--- src/verilog/lsu_pkg.sv ---
package lsu_pkg;

   // dccm placement and geometry
   localparam logic [31:0] DCCM_BASE = 32'hF004_0000;
   localparam int DCCM_BITS = 16;
   localparam int DCCM_WORD_BITS = DCCM_BITS - 2;
   localparam int DCCM_BYTE_WIDTH = 4;

   // store buffer sizing
   localparam int LSU_SB_DEPTH = 4;
   localparam int LSU_SB_PTR_BITS = $clog2(LSU_SB_DEPTH);

   typedef logic [31:0] addr_t;
   typedef logic [31:0] data_t;
   typedef logic [DCCM_WORD_BITS-1:0] dccm_addr_t;
   typedef logic [DCCM_BYTE_WIDTH-1:0] byteen_t;

   typedef struct packed {
      logic valid;
      logic load;
      logic store;
      logic by;
      logic half;
      logic word;
      logic unsign;
   } lsu_pkt_t;

   typedef enum logic [1:0] {
      FAULT_NONE       = 2'd0,
      FAULT_MISALIGNED = 2'd1,
      FAULT_ACCESS     = 2'd2
   } lsu_fault_e;

   typedef struct packed {
      logic       exc_valid;
      logic       is_store;
      lsu_fault_e mscause;
      addr_t      addr;
   } lsu_error_pkt_t;

   // one store buffer write, data already on its byte lanes
   typedef struct packed {
      logic       valid;
      dccm_addr_t addr;
      byteen_t    byteen;
      data_t      data;
   } lsu_stq_t;

endpackage
--- src/verilog/lsu.sv ---
`timescale 1ns/1ps

module lsu (
   input  logic                    clk,
   input  logic                    rst_n,

   input  lsu_pkg::lsu_pkt_t       lsu_p,
   input  lsu_pkg::data_t          exu_lsu_rs1_d,
   input  lsu_pkg::data_t          exu_lsu_rs2_d,
   input  logic [11:0]             dec_lsu_offset_d,

   output lsu_pkg::data_t          lsu_result_dc3,
   output logic                    lsu_load_valid_dc3,
   output lsu_pkg::lsu_error_pkt_t lsu_error_pkt_dc3,
   output logic                    lsu_store_stall,
   output logic                    lsu_idle,

   output logic                    dccm_rden,
   output logic                    dccm_wren,
   output lsu_pkg::dccm_addr_t     dccm_addr,
   output lsu_pkg::data_t          dccm_wr_data,
   output lsu_pkg::byteen_t        dccm_wr_byteen,
   input  lsu_pkg::data_t          dccm_rd_data
);

   import lsu_pkg::*;

   lsu_pkt_t lsu_pkt_dc1;
   lsu_pkt_t lsu_pkt_dc2;
   addr_t    lsu_addr_dc1;
   addr_t    lsu_addr_dc2;
   lsu_stq_t store_stq_dc2;

   lsu_stq_t stbuf_drain;
   logic     stbuf_drain_ack;
   logic     stbuf_empty;
   data_t    stbuf_fwddata_dc2;
   byteen_t  stbuf_fwdbyteen_dc2;

   lsu_lsc_ctl lsc_ctl_i (
      .clk               (clk),
      .rst_n             (rst_n),
      .lsu_p             (lsu_p),
      .exu_lsu_rs1_d     (exu_lsu_rs1_d),
      .exu_lsu_rs2_d     (exu_lsu_rs2_d),
      .dec_lsu_offset_d  (dec_lsu_offset_d),
      .stbuf_empty       (stbuf_empty),
      .lsu_pkt_dc1       (lsu_pkt_dc1),
      .lsu_pkt_dc2       (lsu_pkt_dc2),
      .lsu_addr_dc1      (lsu_addr_dc1),
      .lsu_addr_dc2      (lsu_addr_dc2),
      .store_stq_dc2     (store_stq_dc2),
      .lsu_error_pkt_dc3 (lsu_error_pkt_dc3),
      .lsu_idle          (lsu_idle)
   );

   lsu_stbuf stbuf_i (
      .clk                 (clk),
      .rst_n               (rst_n),
      .lsu_pkt_dc1         (lsu_pkt_dc1),
      .lsu_pkt_dc2         (lsu_pkt_dc2),
      .lsu_addr_dc2        (lsu_addr_dc2),
      .store_stq_dc2       (store_stq_dc2),
      .stbuf_drain_ack     (stbuf_drain_ack),
      .stbuf_drain         (stbuf_drain),
      .stbuf_fwddata_dc2   (stbuf_fwddata_dc2),
      .stbuf_fwdbyteen_dc2 (stbuf_fwdbyteen_dc2),
      .stbuf_empty         (stbuf_empty),
      .lsu_store_stall     (lsu_store_stall)
   );

   lsu_dccm_ctl dccm_ctl_i (
      .clk                 (clk),
      .rst_n               (rst_n),
      .lsu_pkt_dc1         (lsu_pkt_dc1),
      .lsu_pkt_dc2         (lsu_pkt_dc2),
      .lsu_addr_dc1        (lsu_addr_dc1),
      .lsu_addr_dc2        (lsu_addr_dc2),
      .stbuf_drain         (stbuf_drain),
      .stbuf_fwddata_dc2   (stbuf_fwddata_dc2),
      .stbuf_fwdbyteen_dc2 (stbuf_fwdbyteen_dc2),
      .dccm_rd_data        (dccm_rd_data),
      .stbuf_drain_ack     (stbuf_drain_ack),
      .dccm_rden           (dccm_rden),
      .dccm_wren           (dccm_wren),
      .dccm_addr           (dccm_addr),
      .dccm_wr_data        (dccm_wr_data),
      .dccm_wr_byteen      (dccm_wr_byteen),
      .lsu_result_dc3      (lsu_result_dc3),
      .lsu_load_valid_dc3  (lsu_load_valid_dc3)
   );

endmodule

--- src/verilog/lsu_dccm_ctl.sv ---
`timescale 1ns/1ps

module lsu_dccm_ctl (
   input  logic                clk,
   input  logic                rst_n,

   input  lsu_pkg::lsu_pkt_t   lsu_pkt_dc1,
   input  lsu_pkg::lsu_pkt_t   lsu_pkt_dc2,
   input  lsu_pkg::addr_t      lsu_addr_dc1,
   input  lsu_pkg::addr_t      lsu_addr_dc2,
   input  lsu_pkg::lsu_stq_t   stbuf_drain,
   input  lsu_pkg::data_t      stbuf_fwddata_dc2,
   input  lsu_pkg::byteen_t    stbuf_fwdbyteen_dc2,
   input  lsu_pkg::data_t      dccm_rd_data,

   output logic                stbuf_drain_ack,
   output logic                dccm_rden,
   output logic                dccm_wren,
   output lsu_pkg::dccm_addr_t dccm_addr,
   output lsu_pkg::data_t      dccm_wr_data,
   output lsu_pkg::byteen_t    dccm_wr_byteen,
   output lsu_pkg::data_t      lsu_result_dc3,
   output logic                lsu_load_valid_dc3
);

   import lsu_pkg::*;

   logic  ld_valid_dc2;
   data_t ld_merged_dc2;
   data_t ld_shifted_dc2;
   data_t ld_result_dc2;

   // single port, a load in dc1 always wins over the drain
   assign dccm_rden       = lsu_pkt_dc1.valid & lsu_pkt_dc1.load;
   assign dccm_wren       = stbuf_drain.valid & ~dccm_rden;
   assign stbuf_drain_ack = dccm_wren;

   assign dccm_addr      = dccm_rden ? lsu_addr_dc1[DCCM_BITS-1:2] : stbuf_drain.addr;
   assign dccm_wr_data   = stbuf_drain.data;
   assign dccm_wr_byteen = stbuf_drain.byteen;

   assign ld_valid_dc2 = lsu_pkt_dc2.valid & lsu_pkt_dc2.load;

   // buffered bytes are newer than the array
   always_comb begin
      for (int b = 0; b < DCCM_BYTE_WIDTH; b++) begin
         ld_merged_dc2[8*b +: 8] = stbuf_fwdbyteen_dc2[b] ? stbuf_fwddata_dc2[8*b +: 8]
                                                          : dccm_rd_data[8*b +: 8];
      end
   end

   assign ld_shifted_dc2 = ld_merged_dc2 >> {lsu_addr_dc2[1:0], 3'b000};

   always_comb begin
      if (lsu_pkt_dc2.by) begin
         ld_result_dc2 = {{24{~lsu_pkt_dc2.unsign & ld_shifted_dc2[7]}}, ld_shifted_dc2[7:0]};
      end else if (lsu_pkt_dc2.half) begin
         ld_result_dc2 = {{16{~lsu_pkt_dc2.unsign & ld_shifted_dc2[15]}},
                          ld_shifted_dc2[15:0]};
      end else begin
         ld_result_dc2 = ld_shifted_dc2;
      end
   end

   always_ff @(posedge clk or negedge rst_n) begin
      if (!rst_n) begin
         lsu_load_valid_dc3 <= 1'b0;
      end else begin
         lsu_load_valid_dc3 <= ld_valid_dc2;
      end
   end

   always_ff @(posedge clk) begin
      if (ld_valid_dc2) begin
         lsu_result_dc3 <= ld_result_dc2;
      end
   end

endmodule

--- src/verilog/lsu_stbuf.sv ---
`timescale 1ns/1ps

module lsu_stbuf (
   input  logic              clk,
   input  logic              rst_n,

   input  lsu_pkg::lsu_pkt_t lsu_pkt_dc1,
   input  lsu_pkg::lsu_pkt_t lsu_pkt_dc2,
   input  lsu_pkg::addr_t    lsu_addr_dc2,
   input  lsu_pkg::lsu_stq_t store_stq_dc2,
   input  logic              stbuf_drain_ack,

   output lsu_pkg::lsu_stq_t stbuf_drain,
   output lsu_pkg::data_t    stbuf_fwddata_dc2,
   output lsu_pkg::byteen_t  stbuf_fwdbyteen_dc2,
   output logic              stbuf_empty,
   output logic              lsu_store_stall
);

   import lsu_pkg::*;

   lsu_stq_t                   sb_mem [LSU_SB_DEPTH];
   logic [LSU_SB_PTR_BITS-1:0] wr_ptr;
   logic [LSU_SB_PTR_BITS-1:0] rd_ptr;
   logic [LSU_SB_PTR_BITS:0]   sb_count;
   logic [LSU_SB_PTR_BITS+1:0] sb_inflight;
   logic                       sb_alloc;
   logic                       sb_retire;
   logic                       fwd_en_dc2;
   dccm_addr_t                 ld_waddr_dc2;

   assign sb_alloc  = store_stq_dc2.valid;
   assign sb_retire = stbuf_drain_ack;

   always_ff @(posedge clk) begin
      if (sb_alloc) begin
         sb_mem[wr_ptr] <= store_stq_dc2;
      end
   end

   always_ff @(posedge clk or negedge rst_n) begin
      if (!rst_n) begin
         wr_ptr   <= '0;
         rd_ptr   <= '0;
         sb_count <= '0;
      end else begin
         if (sb_alloc) begin
            wr_ptr <= wr_ptr + 1'b1;
         end
         if (sb_retire) begin
            rd_ptr <= rd_ptr + 1'b1;
         end
         case ({sb_alloc, sb_retire})
            2'b10:   sb_count <= sb_count + 1'b1;
            2'b01:   sb_count <= sb_count - 1'b1;
            default: sb_count <= sb_count;
         endcase
      end
   end

   assign stbuf_empty = (sb_count == '0);

   // oldest entry is offered to the dccm port
   always_comb begin
      stbuf_drain       = sb_mem[rd_ptr];
      stbuf_drain.valid = ~stbuf_empty;
   end

   assign fwd_en_dc2   = lsu_pkt_dc2.valid & lsu_pkt_dc2.load;
   assign ld_waddr_dc2 = lsu_addr_dc2[DCCM_BITS-1:2];

   // walk oldest to youngest so younger stores overwrite per byte
   always_comb begin
      logic [LSU_SB_PTR_BITS-1:0] idx;
      stbuf_fwddata_dc2   = '0;
      stbuf_fwdbyteen_dc2 = '0;
      idx                 = rd_ptr;
      for (int i = 0; i < LSU_SB_DEPTH; i++) begin
         idx = rd_ptr + LSU_SB_PTR_BITS'(i);
         if (fwd_en_dc2 && ((LSU_SB_PTR_BITS+1)'(i) < sb_count) &&
             (sb_mem[idx].addr == ld_waddr_dc2)) begin
            for (int b = 0; b < DCCM_BYTE_WIDTH; b++) begin
               if (sb_mem[idx].byteen[b]) begin
                  stbuf_fwddata_dc2[8*b +: 8] = sb_mem[idx].data[8*b +: 8];
                  stbuf_fwdbyteen_dc2[b]      = 1'b1;
               end
            end
         end
      end
   end

   // stores already past the stall check still need a slot
   assign sb_inflight = (LSU_SB_PTR_BITS+2)'(sb_count) +
                        (LSU_SB_PTR_BITS+2)'(lsu_pkt_dc1.valid & lsu_pkt_dc1.store) +
                        (LSU_SB_PTR_BITS+2)'(lsu_pkt_dc2.valid & lsu_pkt_dc2.store);

   assign lsu_store_stall = (sb_inflight >= (LSU_SB_PTR_BITS+2)'(LSU_SB_DEPTH));

endmodule

--- src/verilog/lsu_lsc_ctl.sv ---
`timescale 1ns/1ps

module lsu_lsc_ctl (
   input  logic                    clk,
   input  logic                    rst_n,

   input  lsu_pkg::lsu_pkt_t       lsu_p,
   input  lsu_pkg::data_t          exu_lsu_rs1_d,
   input  lsu_pkg::data_t          exu_lsu_rs2_d,
   input  logic [11:0]             dec_lsu_offset_d,
   input  logic                    stbuf_empty,

   output lsu_pkg::lsu_pkt_t       lsu_pkt_dc1,
   output lsu_pkg::lsu_pkt_t       lsu_pkt_dc2,
   output lsu_pkg::addr_t          lsu_addr_dc1,
   output lsu_pkg::addr_t          lsu_addr_dc2,
   output lsu_pkg::lsu_stq_t       store_stq_dc2,
   output lsu_pkg::lsu_error_pkt_t lsu_error_pkt_dc3,
   output logic                    lsu_idle
);

   import lsu_pkg::*;

   lsu_pkt_t       lsu_pkt_dc1_pre;
   addr_t          lsu_addr_d;
   data_t          store_data_dc1;
   data_t          store_data_dc2;
   logic           addr_in_dccm_dc1;
   logic           misaligned_dc1;
   logic           ldst_dc1;
   lsu_error_pkt_t error_pkt_dc1;
   lsu_error_pkt_t error_pkt_dc2;
   byteen_t        size_byteen_dc2;

   // base plus sign-extended 12-bit offset
   assign lsu_addr_d = exu_lsu_rs1_d + {{20{dec_lsu_offset_d[11]}}, dec_lsu_offset_d};

   always_ff @(posedge clk or negedge rst_n) begin
      if (!rst_n) begin
         lsu_pkt_dc1_pre <= '0;
      end else begin
         lsu_pkt_dc1_pre <= lsu_p;
      end
   end

   always_ff @(posedge clk) begin
      if (lsu_p.valid) begin
         lsu_addr_dc1   <= lsu_addr_d;
         store_data_dc1 <= exu_lsu_rs2_d;
      end
   end

   // region and alignment checks
   assign addr_in_dccm_dc1 = (lsu_addr_dc1[31:DCCM_BITS] == DCCM_BASE[31:DCCM_BITS]);
   assign misaligned_dc1   = (lsu_pkt_dc1_pre.half & lsu_addr_dc1[0]) |
                             (lsu_pkt_dc1_pre.word & (|lsu_addr_dc1[1:0]));
   assign ldst_dc1         = lsu_pkt_dc1_pre.valid & (lsu_pkt_dc1_pre.load | lsu_pkt_dc1_pre.store);

   always_comb begin
      error_pkt_dc1.exc_valid = ldst_dc1 & (misaligned_dc1 | ~addr_in_dccm_dc1);
      error_pkt_dc1.is_store  = lsu_pkt_dc1_pre.store;
      error_pkt_dc1.addr      = lsu_addr_dc1;
      if (misaligned_dc1) begin
         error_pkt_dc1.mscause = FAULT_MISALIGNED;
      end else if (!addr_in_dccm_dc1) begin
         error_pkt_dc1.mscause = FAULT_ACCESS;
      end else begin
         error_pkt_dc1.mscause = FAULT_NONE;
      end
   end

   // a faulting op goes no further down the pipe
   always_comb begin
      lsu_pkt_dc1       = lsu_pkt_dc1_pre;
      lsu_pkt_dc1.valid = ldst_dc1 & ~error_pkt_dc1.exc_valid;
   end

   always_ff @(posedge clk or negedge rst_n) begin
      if (!rst_n) begin
         lsu_pkt_dc2       <= '0;
         error_pkt_dc2     <= '0;
         lsu_error_pkt_dc3 <= '0;
      end else begin
         lsu_pkt_dc2       <= lsu_pkt_dc1;
         error_pkt_dc2     <= error_pkt_dc1;
         lsu_error_pkt_dc3 <= error_pkt_dc2;
      end
   end

   always_ff @(posedge clk) begin
      if (lsu_pkt_dc1_pre.valid) begin
         lsu_addr_dc2   <= lsu_addr_dc1;
         store_data_dc2 <= store_data_dc1;
      end
   end

   always_comb begin
      if (lsu_pkt_dc2.word) begin
         size_byteen_dc2 = '1;
      end else if (lsu_pkt_dc2.half) begin
         size_byteen_dc2 = byteen_t'(2'b11);
      end else begin
         size_byteen_dc2 = byteen_t'(1'b1);
      end
   end

   // store entry with bytes moved onto their lanes
   always_comb begin
      store_stq_dc2.valid  = lsu_pkt_dc2.valid & lsu_pkt_dc2.store;
      store_stq_dc2.addr   = lsu_addr_dc2[DCCM_BITS-1:2];
      store_stq_dc2.byteen = size_byteen_dc2 << lsu_addr_dc2[1:0];
      store_stq_dc2.data   = store_data_dc2 << {lsu_addr_dc2[1:0], 3'b000};
   end

   // faulting ops still count as busy until their error is reported
   assign lsu_idle = ~(lsu_pkt_dc1_pre.valid | lsu_pkt_dc2.valid | error_pkt_dc2.exc_valid) &
                     stbuf_empty;

endmodule

--- config.mk ---
export PLATFORM = sky130hd
export DESIGN_NAME = lsu
export DESIGN_NICKNAME = d
export VERILOG_FILES = /design/src/verilog/lsu_pkg.sv /design/src/verilog/lsu.sv /design/src/verilog/lsu_dccm_ctl.sv /design/src/verilog/lsu_stbuf.sv /design/src/verilog/lsu_lsc_ctl.sv
export SDC_FILE = /design/constraint.sdc
export NUM_CORES = 1
export LEC_CHECK = 0
export BUFFER_PORTS_ARGS = -buffer_cell sky130_fd_sc_hd__buf_4
export CAP_MARGIN = 20
export CORE_ASPECT_RATIO = 1.4
export CORE_UTILIZATION = 45
export DETAILED_ROUTE_END_ITERATION = 8
export PLACE_DENSITY = 0.66
export SYNTH_ARGS = -nofsm -noshare
export SYNTH_HDL_FRONTEND = slang
export SYNTH_SLANG_ARGS = --single-unit
--- constraint.sdc ---
create_clock -name clk -period 4.2 [get_ports clk]
set_clock_uncertainty 0.05 [all_clocks]
set_input_delay 0.21 -clock clk [delete_from_list [all_inputs] [get_ports clk]]
set_output_delay 0.21 -clock clk [all_outputs]
set_load 0.01 [all_outputs]
==> qor_table.md <==
| Step | Parameter | Value |
| --- | --- | --- |
| outcome | Outcome | finished with violations |
| outcome | Violations in the final reports | design-rule violations, negative setup slack |
| sta | Setup repair after global routing missed its margin | yes |
| sta | Hold Violations, Final | 0 |
| routing | Average vias per placed instance | 5.86 |
| die | Floorplan core area | 51000 um2 |
| die | Initial core utilization | 45.5% |
| logic synthesis | Flop and latch count out of synthesis | 437 |
| critical path | Cells on worst reg2reg path | 15 |
| sta | Worst relative slew slack | 24.5% |
| critical path | R2R setup slack | -0.16 ns |
| pwr | Power density over the cells | 542 nW/um2 |
| clock network | Total number of H-tree levels | 2 |
| layout | Ant diodes | 0 |
| logic synthesis | Count of yosys warnings during synthesis | 0 |
| run | Max-cap check violation count | 0 |
| sta | Number of slew-limit violations in the final report | 0 |
| layout | Fin nets | 2489 |
| die | Die extent in x | 194 um |
| clock network | Worst-skew pair later-pin latency | 0.58 ns |
| routing | Vias | 17676 |
| critical path | First element of the critical path | stbuf_i.rd_ptr[0] |
| grt | GRT Util Overall | 27.1% |
| placed design | Port Buffers | 239 |
| logic synthesis | Distinct cells, synth | 85 |
| grt | Largest net degree at the start of global routing | 91 |
| die | Die H | 271 um |
| die | DIE AREA | 52500 um2 |
| critical path | Endpoint of the worst setup timing path | dccm_ctl_i.lsu_result_dc3[29] |
| critical path | Startpoint-to-endpoint class of the critical path | reg -> reg |
| logic synthesis | Sequential element share of the synthesized area | 54.5% |
| placed design | Placer's final routability congestion estimate | 0.944 |
| sta | Final clock period utilization by the worst path | 104% |
| logic synthesis | Number of flops mapped to enable cells by yosys | 344 |
| layout | Filler Cell Count | 4236 |
| grt | Remaining Overflow, GRT | 0 |
| clock network | Bufs on Longest Clock Path | 3 |
| critical path | Crit path DAT | 4.64 ns |
| logic synthesis | Post-synthesis net count | 2056 |
| critical path | Maximum net fanout on the critical path | 7 |
| die | Total I/O pin count | 240 |
| die | Cell row count | 98 |
| routing | Sum of routed wire length over all layers | 71.9 mm |
| placed design | Placed insts | 2875 |
| layout | Most common cell after layout, fill and taps aside | buf_4 |
| routing | DRT iter0 DRCs | 1070 |
| grt | Number of antenna violations at the first check in global routing | 0 |
| critical path | Largest stage delay on the critical path | 0.57 ns |
| sta | Max Clk Rate | 229 MHz |
| clock network | Root buf cell | clkbuf_16 |
| critical path | Cell breakdown of the critical path | buf_8 -> buf_4 -> mux4_2 -> xnor2_2 -> o211ai_1 -> buf_4 -> or3_1 -> a211o_1 -> a311o_1 -> a21oi_2 -> a2111oi_4 -> a41oi_4 -> buf_12 -> buf_12 -> o21ai_2 |
| layout | Final Instance Count excl. Fillers | 3017 |
| routing | First-pass detailed-route iteration total | 7 |
| clock network | Clock-pin slew of the registers on the worst-case setup and hold paths | 0.06 ns |
| critical path | Slowest CP cell | mux4_2 |
| routing | Routed wirelength normalized by instance count | 23.8 um |
| logic synthesis | Post-synthesis average cell area | 12.2 um2 |
| sta | Slew of the pin with the lowest slew margin | 1.12 ns |
| critical path | Worst reg2reg path startpoint | stbuf_i.rd_ptr[0] |
| sta | Number of endpoints failing setup at the final stage | 25 |
| placed design | Post-detailed-placement half-perimeter wirelength | 52.5 mm |
| layout | Fraction of final layout cells with drive strength greater than 1 | 32.1% |
| worst hold path | Worst hold path startpoint | dec_lsu_offset_d[3] |
| sta | Min cycle time layout | 4.36 ns |
| critical path | Critical path startpoint category | flip-flop |
| clock network | Clock tree from TritonCTS | built |
| logic synthesis | Netlist area before placement | 23200 um2 |
| routing | Count of nets left with antenna violations after detail routing | 0 |
| routing | DRC violation count after routing | 1 |
| logic synthesis | Syn Inst Count | 1898 |
| clock network | Clock sink count | 437 |
| pwr | LEAKAGE | 11.4 nW |
| critical path | Kind of end point of the critical path | flip-flop |
| worst hold path | Class of the worst hold path | in -> reg |
| sta | Final critical-path setup slack | -0.161 ns |
| critical path | Endpoint of the most critical register-to-register path | dccm_ctl_i.lsu_result_dc3[29] |
| grt | Wire length of the first global-routing pass | 108 mm |
| critical path | CP required | 4.48 ns |
| logic synthesis | Main flop type after synthesis | edfxtp_1 |
| clock network | Number of buffers created by CTS | 44 |
| grt | Number of global-route vias before repair | 18194 |
| pwr | VDD IR-drop max | 313 uV |
| logic synthesis | Async S/R FF share, synth | 21.3% |
| layout | Commonest cells after routing, fill and taps aside | buf_4 (439), edfxtp_1 (344), nor2_1 (157), a21oi_1 (132), nand2_1 (125) |
| sta | Aggregate negative setup slack | -2.26 ns |
| layout | Synthesis-to-finish area growth | 26.9% |
[worst min path at each step]
stage                               endpoint  slack [ns]  depth (start not counted)
2_1_floorplan  dccm_ctl_i.lsu_load_valid_dc3       -0.14                          0
3_3_place_gp        lsc_ctl_i.lsu_pkt_dc1[3]        0.27                          1
3_5_place_dp        lsc_ctl_i.lsu_pkt_dc1[0]        0.27                          1
4_1_cts            lsc_ctl_i.lsu_addr_dc1[3]        0.04                          3
5_1_grt            lsc_ctl_i.lsu_addr_dc1[3]        0.07                          3
6_report           lsc_ctl_i.lsu_addr_dc1[3]        0.04                          3
[layer usage]
metal | global-route usage, % | up-vias | part of all wire (%)
li1 | - | 8123 | -
met1 | 29.4 | 8793 | 36
met2 | 49.9 | 591 | 53
met3 | 3.99 | 169 | 4.8
met4 | 16.2 | 0 | 6.4
met5 | 0 | - | 0
[final cells by class]
cell class	instances	area (um2)	area share, %
clock buffer	52	1180	4.02
clock inverter	30	362	1.23
inverter	43	161	0.548
multi-input combinational	1306	10300	34.9
sequential	437	12700	43.0
tap	650	813	2.76
timing repair buffer	499	4000	13.6
[cell usage after synthesis (12+ instances only)]
| master | n | area [um2] |
|---|---|---|
| buf_4 | 12 | 90.1 |
| nor4b_1 | 12 | 105 |
| a21oi_1 | 139 | 696 |
| and2_1 | 19 | 119 |
| buf_2 | 27 | 135 |
| xor2_1 | 12 | 105 |
| nand3_1 | 20 | 100 |
| clkbuf_1 | 50 | 188 |
| nor4_1 | 21 | 131 |
| nor2_1 | 157 | 589 |
| a221oi_1 | 22 | 193 |
| dfrtp_1 | 93 | 2330 |
| xnor2_1 | 68 | 596 |
| inv_1 | 42 | 158 |
| nor2b_1 | 17 | 106 |
| nor3_1 | 30 | 150 |
| o21bai_1 | 12 | 90.1 |
| buf_1 | 15 | 56.3 |
| a211oi_1 | 20 | 150 |
| a21o_1 | 15 | 113 |
| mux2i_1 | 133 | 1330 |
| and3_1 | 14 | 87.6 |
| ha_1 | 40 | 500 |
| o211ai_1 | 29 | 218 |
| mux4_2 | 47 | 1060 |
| mux2_2 | 69 | 777 |
| nand2_1 | 131 | 492 |
| edfxtp_1 | 344 | 10300 |
| o22ai_1 | 16 | 100 |
| nand2b_1 | 22 | 138 |
| o21ai_0 | 89 | 445 |
[power breakdown]
| part | total, W | internal [W] | switching (W) |
|---|---|---|---|
| combinational | 0.00655 | 0.00299 | 0.00356 |
| sequential | 0.00528 | 0.00504 | 0.000233 |
| clock | 0.00413 | 0.00237 | 0.00177 |
[metrics by stage]
stage	setup WS [ns]	hold slack, ns	util [%]	power [W]	cell area (um2)
after floorplan	0.278	-0.136	-	0.00921	23200
after global placement	-0.404	0.272	52.7	0.0115	26900
after detailed placement	-0.402	0.270	52.7	0.0116	26900
after CTS	-0.110	0.0394	57.0	0.0159	29100
after global routing	-0.241	0.0698	57.8	0.0167	29500
final	-0.161	0.0441	57.8	0.0160	29500
[logic make-up (layout without fill, tap and decap cells)]
family	Yosys count	count (layout)	synth area share, %
compound gates	442	442	12.8
xor+xnor	80	80	3.02
fa+ha+maj	41	41	2.24
buf+inv	155	624	3.14
flops	437	437	54.5
mux	251	251	13.8
simple gates	492	492	10.5
[registers in the layout (all words and copies together), names as in the netlist]
signal                         cells
stbuf_i.sb_count                   3
lsc_ctl_i.error_pkt_dc2           35
lsc_ctl_i.store_data_dc2          32
lsc_ctl_i.lsu_error_pkt_dc3       36
dccm_ctl_i.lsu_result_dc3         32
lsc_ctl_i.lsu_pkt_dc2              7
stbuf_i.wr_ptr                     2
dccm_ctl_i.lsu_load_valid_dc3      1
stbuf_i.rd_ptr                     2
lsc_ctl_i.lsu_addr_dc1            32
lsc_ctl_i.lsu_pkt_dc1_pre          1
lsc_ctl_i.lsu_addr_dc2            16
lsc_ctl_i.lsu_pkt_dc1              6
lsc_ctl_i.store_data_dc1          32
stbuf_i.sb_mem                   200
[worst max-delay path, delay by kind of cell (launching register included)]
kind	cells	cell delay (ns)
AND/OR/NAND/NOR	1	0.34
multiplexers	1	0.57
XOR/XNOR	1	0.21
flip-flops	1	0.51
buffers and inverters	5	0.84
AO/OA/AOI/OAI	7	1.58
[timing repair]
item,CTS,global route
hold buffers,41,0
setup endpoints to repair,32,33
resized for setup,35,70
pin swaps,3,15
setup buffers,11,8
endpoints found under the hold margin,106,0
cloned,1,0
(Power assumes the default switching activity.)
